`src/design/cache_be_pkg.sv`:
```
`default_nettype none

package cache_be_pkg;

   // word geometry, shared by front end and back end
   localparam int ADDR_W     = 32;
   localparam int DATA_W     = 32;
   localparam int NBYTES     = DATA_W / 8;
   localparam int BYTE_OFF_W = 2;

   // write-through buffer, 8 entries
   localparam int WTB_DEPTH_W = 3;
   localparam int WTB_DEPTH   = 1 << WTB_DEPTH_W;
   // entry is {addr, data, strobes}, strobes in the low bits
   localparam int WTB_DATA_W  = ADDR_W + DATA_W + NBYTES;

   // refill line geometry
   localparam int LINE_WORDS = 4;
   localparam int LINE_OFF_W = 2;
   localparam int LINE_W     = LINE_WORDS * DATA_W;

   // control FSM state codes
   localparam int ST_W = 3;
   localparam logic [ST_W-1:0] ST_IDLE         = 3'd0;
   localparam logic [ST_W-1:0] ST_DRAIN_WAIT   = 3'd1;
   localparam logic [ST_W-1:0] ST_DRAIN_REQ    = 3'd2;
   localparam logic [ST_W-1:0] ST_REFILL_ISSUE = 3'd3;
   localparam logic [ST_W-1:0] ST_REFILL_WAIT  = 3'd4;

endpackage

`default_nettype wire

```
`src/design/cache_be_ctrl.sv`:
```
`timescale 1ns/1ps
`default_nettype none

module cache_be_ctrl (
   input  logic                               clk_i,
   input  logic                               rst_i,
   // front end
   input  logic                               fe_avalid_i,
   input  logic [cache_be_pkg::ADDR_W-1:0]    fe_addr_i,
   input  logic [cache_be_pkg::NBYTES-1:0]    fe_wstrb_i,
   output logic                               fe_ready_o,
   // write-through buffer
   input  logic                               wtb_full_i,
   input  logic                               wtb_empty_i,
   output logic                               wtb_push_o,
   output logic                               wtb_pop_o,
   input  logic [cache_be_pkg::WTB_DATA_W-1:0] wtb_rdata_i,
   // refill datapath
   output logic                               refill_start_o,
   output logic [cache_be_pkg::ADDR_W-1:0]    refill_base_o,
   output logic                               refill_issue_o,
   input  logic [cache_be_pkg::ADDR_W-1:0]    refill_addr_i,
   input  logic                               refill_done_i,
   // back end
   output logic                               be_avalid_o,
   output logic [cache_be_pkg::ADDR_W-1:0]    be_addr_o,
   output logic [cache_be_pkg::DATA_W-1:0]    be_wdata_o,
   output logic [cache_be_pkg::NBYTES-1:0]    be_wstrb_o,
   input  logic                               be_ready_i
);

   logic [cache_be_pkg::ST_W-1:0] state_q;
   logic [cache_be_pkg::ST_W-1:0] state_d;
   logic                          fe_wr;
   logic                          fe_accept;
   logic                          refill_busy;
   logic                          draining;
   logic                          last_issue;

   assign fe_wr       = |fe_wstrb_i;
   assign refill_busy = (state_q == cache_be_pkg::ST_REFILL_ISSUE) ||
                        (state_q == cache_be_pkg::ST_REFILL_WAIT);
   assign draining    = (state_q == cache_be_pkg::ST_DRAIN_REQ) ||
                        (state_q == cache_be_pkg::ST_DRAIN_WAIT);

   // reads wait for an empty buffer so they see every earlier write
   assign fe_ready_o = !refill_busy &&
      (fe_wr ? !wtb_full_i : ((state_q == cache_be_pkg::ST_IDLE) && wtb_empty_i));
   assign fe_accept  = fe_avalid_i && fe_ready_o;

   assign wtb_push_o     = fe_accept && fe_wr;
   assign wtb_pop_o      = (state_q == cache_be_pkg::ST_IDLE) && !wtb_empty_i;
   assign refill_start_o = fe_accept && !fe_wr;
   // clear word and byte offset to get the line base
   assign refill_base_o  = {fe_addr_i[cache_be_pkg::ADDR_W-1:
                                      cache_be_pkg::LINE_OFF_W+cache_be_pkg::BYTE_OFF_W],
                            {(cache_be_pkg::LINE_OFF_W+cache_be_pkg::BYTE_OFF_W){1'b0}}};
   assign refill_issue_o = (state_q == cache_be_pkg::ST_REFILL_ISSUE) && be_ready_i;
   assign last_issue     = refill_issue_o &&
      (refill_addr_i[cache_be_pkg::BYTE_OFF_W +: cache_be_pkg::LINE_OFF_W] ==
       (cache_be_pkg::LINE_OFF_W)'(cache_be_pkg::LINE_WORDS - 1));

   // drain payload comes from the RAM read register, which holds between pops
   assign be_avalid_o = draining || (state_q == cache_be_pkg::ST_REFILL_ISSUE);
   assign be_addr_o   = draining ?
      wtb_rdata_i[cache_be_pkg::WTB_DATA_W-1 -: cache_be_pkg::ADDR_W] : refill_addr_i;
   assign be_wdata_o  = wtb_rdata_i[cache_be_pkg::NBYTES +: cache_be_pkg::DATA_W];
   assign be_wstrb_o  = draining ? wtb_rdata_i[0 +: cache_be_pkg::NBYTES] : '0;

   always_comb begin
      state_d = state_q;
      case (state_q)
         cache_be_pkg::ST_IDLE: begin
            if (wtb_pop_o) begin
               state_d = cache_be_pkg::ST_DRAIN_REQ;
            end else if (refill_start_o) begin
               state_d = cache_be_pkg::ST_REFILL_ISSUE;
            end
         end
         // first cycle of a drain write
         cache_be_pkg::ST_DRAIN_REQ: begin
            state_d = be_ready_i ? cache_be_pkg::ST_IDLE : cache_be_pkg::ST_DRAIN_WAIT;
         end
         // memory stalled, keep the write up
         cache_be_pkg::ST_DRAIN_WAIT: begin
            if (be_ready_i) begin
               state_d = cache_be_pkg::ST_IDLE;
            end
         end
         cache_be_pkg::ST_REFILL_ISSUE: begin
            if (last_issue) begin
               state_d = cache_be_pkg::ST_REFILL_WAIT;
            end
         end
         cache_be_pkg::ST_REFILL_WAIT: begin
            if (refill_done_i) begin
               state_d = cache_be_pkg::ST_IDLE;
            end
         end
         default: state_d = cache_be_pkg::ST_IDLE;
      endcase
   end

   always_ff @(posedge clk_i) begin
      if (rst_i) begin
         state_q <= cache_be_pkg::ST_IDLE;
      end else begin
         state_q <= state_d;
      end
   end

   // a stalled back-end request keeps its payload
   a_be_req_stable: assert property (
      @(posedge clk_i) disable iff (rst_i)
      (be_avalid_o && !be_ready_i) |=>
         (be_avalid_o && $stable(be_addr_o) && $stable(be_wdata_o) && $stable(be_wstrb_o))
   ) else $error("back-end request changed before ready");

endmodule

`default_nettype wire

```
`src/design/cache_be_refill.sv`:
```
`timescale 1ns/1ps
`default_nettype none

module cache_be_refill (
   input  logic                              clk_i,
   input  logic                              rst_i,
   // from the controller
   input  logic                              start_i,
   input  logic [cache_be_pkg::ADDR_W-1:0]   base_addr_i,
   input  logic                              issue_i,
   output logic [cache_be_pkg::ADDR_W-1:0]   word_addr_o,
   // back-end read responses
   input  logic                              rvalid_i,
   input  logic [cache_be_pkg::DATA_W-1:0]   rdata_i,
   // assembled line
   output logic [cache_be_pkg::LINE_W-1:0]   line_o,
   output logic                              done_o
);

   logic [cache_be_pkg::ADDR_W-1:cache_be_pkg::LINE_OFF_W+cache_be_pkg::BYTE_OFF_W] base_q;
   logic [cache_be_pkg::LINE_OFF_W:0] issue_cnt_q;
   logic [cache_be_pkg::LINE_OFF_W:0] resp_cnt_q;
   logic [cache_be_pkg::LINE_W-1:0]   line_q;
   logic                              done_q;
   logic                              last_resp;

   assign last_resp = rvalid_i &&
      (resp_cnt_q == (cache_be_pkg::LINE_OFF_W + 1)'(cache_be_pkg::LINE_WORDS - 1));

   // next word to request: line base plus issued count
   assign word_addr_o = {base_q,
                         issue_cnt_q[cache_be_pkg::LINE_OFF_W-1:0],
                         {cache_be_pkg::BYTE_OFF_W{1'b0}}};

   assign line_o = line_q;
   assign done_o = done_q;

   always_ff @(posedge clk_i) begin
      if (rst_i) begin
         issue_cnt_q <= '0;
         resp_cnt_q  <= '0;
         done_q      <= 1'b0;
      end else begin
         // done lines up with the last word landing in line_q
         done_q <= last_resp;
         if (start_i) begin
            issue_cnt_q <= '0;
            resp_cnt_q  <= '0;
         end else begin
            if (issue_i) begin
               issue_cnt_q <= issue_cnt_q + 1'b1;
            end
            if (rvalid_i) begin
               resp_cnt_q <= resp_cnt_q + 1'b1;
            end
         end
      end
   end

   always_ff @(posedge clk_i) begin
      if (start_i) begin
         base_q <= base_addr_i[cache_be_pkg::ADDR_W-1:
                               cache_be_pkg::LINE_OFF_W+cache_be_pkg::BYTE_OFF_W];
      end
   end

   // responses come back in order, word 0 ends up in the low bits
   always_ff @(posedge clk_i) begin
      if (rvalid_i) begin
         line_q <= {rdata_i, line_q[cache_be_pkg::LINE_W-1:cache_be_pkg::DATA_W]};
      end
   end

   // memory only answers reads that were issued
   a_resp_le_issue: assert property (
      @(posedge clk_i) disable iff (rst_i)
      rvalid_i |-> (resp_cnt_q < issue_cnt_q)
   ) else $error("refill response without an outstanding read");

endmodule

`default_nettype wire

```
`src/design/cache_be_top.sv`:
```
`timescale 1ns/1ps
`default_nettype none

module cache_be_top (
   input  logic                              clk_i,
   input  logic                              rst_i,
   // front end
   input  logic                              fe_avalid_i,
   input  logic [cache_be_pkg::ADDR_W-1:0]   fe_addr_i,
   input  logic [cache_be_pkg::DATA_W-1:0]   fe_wdata_i,
   input  logic [cache_be_pkg::NBYTES-1:0]   fe_wstrb_i,
   output logic                              fe_ready_o,
   output logic [cache_be_pkg::LINE_W-1:0]   fe_line_o,
   output logic                              fe_line_valid_o,
   // back end
   output logic                              be_avalid_o,
   output logic [cache_be_pkg::ADDR_W-1:0]   be_addr_o,
   output logic [cache_be_pkg::DATA_W-1:0]   be_wdata_o,
   output logic [cache_be_pkg::NBYTES-1:0]   be_wstrb_o,
   input  logic                              be_ready_i,
   input  logic                              be_rvalid_i,
   input  logic [cache_be_pkg::DATA_W-1:0]   be_rdata_i,
   // buffer status
   output logic                              wtb_empty_o,
   output logic                              wtb_full_o,
   output logic [cache_be_pkg::WTB_DEPTH_W:0] wtb_level_o
);

   logic                                 wtb_push;
   logic                                 wtb_pop;
   logic [cache_be_pkg::WTB_DATA_W-1:0]  wtb_rdata;

   logic                                 ram_w_en;
   logic [cache_be_pkg::WTB_DEPTH_W-1:0] ram_w_addr;
   logic [cache_be_pkg::WTB_DATA_W-1:0]  ram_w_data;
   logic                                 ram_r_en;
   logic [cache_be_pkg::WTB_DEPTH_W-1:0] ram_r_addr;
   logic [cache_be_pkg::WTB_DATA_W-1:0]  ram_r_data;

   logic                                 refill_start;
   logic [cache_be_pkg::ADDR_W-1:0]      refill_base;
   logic                                 refill_issue;
   logic [cache_be_pkg::ADDR_W-1:0]      refill_addr;

   cache_be_ctrl ctrl_i (
      .clk_i          (clk_i),
      .rst_i          (rst_i),
      .fe_avalid_i    (fe_avalid_i),
      .fe_addr_i      (fe_addr_i),
      .fe_wstrb_i     (fe_wstrb_i),
      .fe_ready_o     (fe_ready_o),
      .wtb_full_i     (wtb_full_o),
      .wtb_empty_i    (wtb_empty_o),
      .wtb_push_o     (wtb_push),
      .wtb_pop_o      (wtb_pop),
      .wtb_rdata_i    (wtb_rdata),
      .refill_start_o (refill_start),
      .refill_base_o  (refill_base),
      .refill_issue_o (refill_issue),
      .refill_addr_i  (refill_addr),
      .refill_done_i  (fe_line_valid_o),
      .be_avalid_o    (be_avalid_o),
      .be_addr_o      (be_addr_o),
      .be_wdata_o     (be_wdata_o),
      .be_wstrb_o     (be_wstrb_o),
      .be_ready_i     (be_ready_i)
   );

   // buffer entry layout {addr, data, strobes}
   cache_be_wtb_fifo wtb_fifo_i (
      .clk_i            (clk_i),
      .rst_i            (rst_i),
      .w_en_i           (wtb_push),
      .w_data_i         ({fe_addr_i, fe_wdata_i, fe_wstrb_i}),
      .w_full_o         (wtb_full_o),
      .r_en_i           (wtb_pop),
      .r_data_o         (wtb_rdata),
      .r_empty_o        (wtb_empty_o),
      .level_o          (wtb_level_o),
      .ext_mem_w_en_o   (ram_w_en),
      .ext_mem_w_addr_o (ram_w_addr),
      .ext_mem_w_data_o (ram_w_data),
      .ext_mem_r_en_o   (ram_r_en),
      .ext_mem_r_addr_o (ram_r_addr),
      .ext_mem_r_data_i (ram_r_data)
   );

   cache_be_wtb_ram wtb_ram_i (
      .clk_i    (clk_i),
      .w_en_i   (ram_w_en),
      .w_addr_i (ram_w_addr),
      .w_data_i (ram_w_data),
      .r_en_i   (ram_r_en),
      .r_addr_i (ram_r_addr),
      .r_data_o (ram_r_data)
   );

   cache_be_refill refill_i (
      .clk_i       (clk_i),
      .rst_i       (rst_i),
      .start_i     (refill_start),
      .base_addr_i (refill_base),
      .issue_i     (refill_issue),
      .word_addr_o (refill_addr),
      .rvalid_i    (be_rvalid_i),
      .rdata_i     (be_rdata_i),
      .line_o      (fe_line_o),
      .done_o      (fe_line_valid_o)
   );

endmodule

`default_nettype wire

```
`src/design/cache_be_wtb_fifo.sv`:
```
`timescale 1ns/1ps
`default_nettype none

module cache_be_wtb_fifo (
   input  logic                                 clk_i,
   input  logic                                 rst_i,
   // write side
   input  logic                                 w_en_i,
   input  logic [cache_be_pkg::WTB_DATA_W-1:0]  w_data_i,
   output logic                                 w_full_o,
   // read side
   input  logic                                 r_en_i,
   output logic [cache_be_pkg::WTB_DATA_W-1:0]  r_data_o,
   output logic                                 r_empty_o,
   // status
   output logic [cache_be_pkg::WTB_DEPTH_W:0]   level_o,
   // buffer RAM
   output logic                                 ext_mem_w_en_o,
   output logic [cache_be_pkg::WTB_DEPTH_W-1:0] ext_mem_w_addr_o,
   output logic [cache_be_pkg::WTB_DATA_W-1:0]  ext_mem_w_data_o,
   output logic                                 ext_mem_r_en_o,
   output logic [cache_be_pkg::WTB_DEPTH_W-1:0] ext_mem_r_addr_o,
   input  logic [cache_be_pkg::WTB_DATA_W-1:0]  ext_mem_r_data_i
);

   logic [cache_be_pkg::WTB_DEPTH_W-1:0] w_ptr_q;
   logic [cache_be_pkg::WTB_DEPTH_W-1:0] r_ptr_q;
   logic [cache_be_pkg::WTB_DEPTH_W:0]   level_q;
   logic                                 push;
   logic                                 pop;

   // depth is a power of two, so the level MSB alone means full
   assign w_full_o  = level_q[cache_be_pkg::WTB_DEPTH_W];
   assign r_empty_o = (level_q == '0);
   assign level_o   = level_q;

   // requests past the limits are dropped
   assign push = w_en_i & ~w_full_o;
   assign pop  = r_en_i & ~r_empty_o;

   assign ext_mem_w_en_o   = push;
   assign ext_mem_w_addr_o = w_ptr_q;
   assign ext_mem_w_data_o = w_data_i;
   assign ext_mem_r_en_o   = pop;
   assign ext_mem_r_addr_o = r_ptr_q;

   // read data comes straight from the RAM, one cycle after the pop
   assign r_data_o = ext_mem_r_data_i;

   always_ff @(posedge clk_i) begin
      if (rst_i) begin
         w_ptr_q <= '0;
         r_ptr_q <= '0;
         level_q <= '0;
      end else begin
         if (push) begin
            w_ptr_q <= w_ptr_q + 1'b1;
         end
         if (pop) begin
            r_ptr_q <= r_ptr_q + 1'b1;
         end
         // simultaneous push and pop leave the level alone
         case ({push, pop})
            2'b10:   level_q <= level_q + 1'b1;
            2'b01:   level_q <= level_q - 1'b1;
            default: level_q <= level_q;
         endcase
      end
   end

   // the controller never pushes into a full buffer or pops an empty one
   a_wtb_no_overrun: assert property (
      @(posedge clk_i) disable iff (rst_i)
      !(w_en_i && w_full_o) && !(r_en_i && r_empty_o)
   ) else $error("wtb push when full or pop when empty");

endmodule

`default_nettype wire

```
`src/design/cache_be_wtb_ram.sv`:
```
`timescale 1ns/1ps
`default_nettype none

module cache_be_wtb_ram (
   input  logic                                clk_i,
   input  logic                                w_en_i,
   input  logic [cache_be_pkg::WTB_DEPTH_W-1:0] w_addr_i,
   input  logic [cache_be_pkg::WTB_DATA_W-1:0]  w_data_i,
   input  logic                                r_en_i,
   input  logic [cache_be_pkg::WTB_DEPTH_W-1:0] r_addr_i,
   output logic [cache_be_pkg::WTB_DATA_W-1:0]  r_data_o
);

   logic [cache_be_pkg::WTB_DATA_W-1:0] mem [cache_be_pkg::WTB_DEPTH];

   // write port
   always_ff @(posedge clk_i) begin
      if (w_en_i) begin
         mem[w_addr_i] <= w_data_i;
      end
   end

   // registered read, the word stays on r_data_o until the next read
   always_ff @(posedge clk_i) begin
      if (r_en_i) begin
         r_data_o <= mem[r_addr_i];
      end
   end

endmodule

`default_nettype wire

```
`config.mk`:
```
export PLATFORM = sky130hd
export DESIGN_NAME = cache_be_top
export DESIGN_NICKNAME = d
export VERILOG_FILES = /design/src/design/cache_be_pkg.sv /design/src/design/cache_be_ctrl.sv /design/src/design/cache_be_refill.sv /design/src/design/cache_be_top.sv /design/src/design/cache_be_wtb_fifo.sv /design/src/design/cache_be_wtb_ram.sv
export SDC_FILE = /design/constraint.sdc
export NUM_CORES = 1
export LEC_CHECK = 0
export ABC_AREA = 1
export BUFFER_PORTS_ARGS = -buffer_cell sky130_fd_sc_hd__buf_2
export CORE_ASPECT_RATIO = 1.1
export CORE_UTILIZATION = 59
export DETAILED_ROUTE_END_ITERATION = 8
export HOLD_SLACK_MARGIN = 0.03
export PLACE_DENSITY_LB_ADDON = 0.2
export SLEW_MARGIN = 10
export SYNTH_ARGS = -nofsm -noshare
export SYNTH_HDL_FRONTEND = slang
export SYNTH_HIERARCHICAL = 1
export SYNTH_SLANG_ARGS = --single-unit
```
`constraint.sdc`:
```
create_clock -name clk_i -period 5.9 [get_ports clk_i]
set_input_delay 0.885 -clock clk_i [delete_from_list [all_inputs] [get_ports clk_i]]
set_output_delay 0.885 -clock clk_i [all_outputs]
set_load 0.05 [all_outputs]
```
==> results.py <==
metrics = {
    "grt": {
        "gr-total-overflow": 0,
        "grt_pass1_wl_um": 105000,
        "grt_use_total": 0.236,
        "antenna_found_initial": 4,
        "grt_pass1_vias": 19700,
        "grt_max_degree": 134,
    },
    "critical_path": {
        "worst_ep_arrival_time_ps": 2980,
        "regToRegSetupSlack_ps": 2530,
        "worstPathMaxFanout": 36,
        "cp-start-kind": "flop",
        "crit_chain": "inv_2 -> nand3_1 -> nand2_2 -> inv_2 -> nand2_1 -> nand2_1 -> buf_2",
        "cpPeakStageDelay_ps": 740,
        "worst-setup-path-type": "flop to output port",
        "cp-end-kind": "output port",
        "slowest_stage": "inv_2",
        "cp.required_ps": 5020,
    },
    "layout": {
        "fill_cells": 4228,
        "postLayoutCellArea_um2": 36600,
        "drive_above_1_share": 0.149,
        "diodes": 0,
        "nets": 3280,
        "area_delta_synth_final_pct": 9.58,
        "instances_no_fill": 3975,
    },
    "detailed_routing": {
        "wl_per_cell_um": 17.1,
        "drtIter0Drc": 1612,
        "antenna_left": 0,
        "via_per_inst": 5.02,
        "routed_wl_um": 67800,
        "drc": 0,
        "drtPass1Iterations": 5,
        "vias": 20000,
    },
    "synth": {
        "yosysWarnings": 6,
        "syn_area_um2": 33400,
        "synth.avg_cell_area_um2": 10.9,
        "syn_inst": 3063,
    },
    "power": {
        "p_per_area_nw_per_um2": 463,
        "irDropWorstVdd_mv": 0.358,
        "p_leak_nw": 16.3,
    },
    "timing": {
        "finalHoldViolCount": 0,
        "finalCritPeriodShare": 0.655,
        "maxSlewViolCount": 0,
        "setup_viol": 0,
        "skew_ps": 28.7,
        "setup_tns_ps": 0,
        "slew_headroom": 0.285,
        "tightestPinTransition_ps": 1070,
        "post-route-min-period_ps": 3860,
        "max_freq_mhz": 259,
        "rsz0062_at_grt": "no",
    },
    "clocking": {
        "cts.sinks": 787,
        "clk_pin_slew_ps": 60,
        "postCtsHoldBufs": 0,
        "clk_latency_ps": 630,
        "cts_resized": 0,
        "cts-root-buf": "clkbuf_16",
        "clockBufferDepth": 3,
        "numCtsBuffers": 78,
        "cts_max_level": 3,
        "cts_tree": "done",
        "post-cts-setup-buffers": 0,
    },
    "placement": {
        "dpl_cell_area_um2": 34200,
        "port_buffers": 309,
        "post-dp-hpwl_um": 39400,
        "gp_congestion": 0.786,
        "post-place-cells": 3831,
    },
    "run": {
        "cap_violations": 0,
    },
    "die": {
        "rows": 91,
        "die_w_um": 229,
        "start_util": 0.597,
        "dieArea_um2": 57600,
        "coreArea_um2": 56000,
        "num_io_pins": 310,
        "die_h_um": 252,
    },
    "hold_path": {
        "hp-class": "input pin to flop",
    },
    "run_status": {
        "status": "finished clean",
    },
}
layout by cell type, fill, tap and decap left out, types with 2 or more instances in the layout:
master / instances
a21oi_2: 3
dfxtp_1: 16
xor2_1: 2
buf_2: 308
ha_1: 7
inv_6: 4
clkinv_2: 21
inv_1: 574
nand3_1: 281
conb_1: 2
a21oi_1: 8
clkinv_16: 2
bufinv_16: 3
nand2_2: 4
inv_2: 7
nor2_2: 4
clkbuf_1: 10
nor2_4: 9
buf_12: 5
nand2_1: 1018
clkbuf_16: 80
o21ai_0: 7
clkinv_4: 4
buf_4: 19
dfxtp_4: 3
o21ai_1: 3
edfxtp_1: 768
clkinv_1: 20
nor2_1: 26
metrics by stage:
stage | total power [mW] | util | hold WS, ps | setup slack (ps)
after floorplan | 11.5 | - | 451 | 4.41
final | 16.9 | 0.654 | 429 | 2040
after global placement | 12.2 | 0.610 | 422 | 1730
after global routing | 17.8 | 0.654 | 410 | 1780
after detailed placement | 12.3 | 0.610 | 426 | 1750
after CTS | 17.1 | 0.654 | 395 | 1950
area by class of cell:
type	count	area [um^2]	share of cell area
clock buffer	90	2040	0.0557
sequential	787	23500	0.640
inverter	585	2210	0.0603
clock inverter	54	414	0.0113
multi-input combinational	1383	5800	0.158
tap	744	931	0.0254
timing repair buffer	332	1780	0.0487
state kept, by name, summed over array words and instances (netlist names):
name                         flops
wtb_ram_i/mem                  544
refill_i/line_o                128
wtb_ram_i/r_data_o              68
refill_i/base_q                 28
wtb_fifo_i/level_o               4
ctrl_i/state_q                   3
refill_i/resp_cnt_q              3
wtb_fifo_i/ext_mem_r_addr_o      3
wtb_fifo_i/ext_mem_w_addr_o      3
refill_i/issue_cnt_q             2
refill_i/done_o                  1
final timing paths:
kind | end | from | depth (start not counted)
worst max-delay path | be_addr_o[29] | ctrl_i/state_q[2] | 7
worst min-delay path | refill_i/line_o[115] | be_rdata_i[19] | 1
worst max register to register | wtb_ram_i/mem[4][15] | wtb_fifo_i/level_o[0] | 14
worst min register to register | refill_i/line_o[4] | refill_i/line_o[36] | 0
metal layers:
metal / vias to the layer above / global-route usage / share of wire
met2: 604 / 0.406 / 0.51
met4: 8 / 0.0895 / 0.028
met5: - / 0 / 0.00084
met3: 143 / 0.0397 / 0.063
met1: 9510 / 0.300 / 0.40
li1: 9692 / - / -
report_power, final:
part           switching, mW  leakage [nW]  internal, mW
clock network           2.08          1.21          2.64
registers              0.295          7.22          6.93
logic                   3.82          7.90          1.18
total                   6.20          16.3          10.7
critical path: cells and delay by family, from the launching register on:
| kind | cells | cell delay [ps] |
|---|---|---|
| and+or+nand+nor | 4 | 800 |
| DFF | 1 | 420 |
| buffers and inverters | 3 | 1090 |
(Power assumes the default switching activity.)
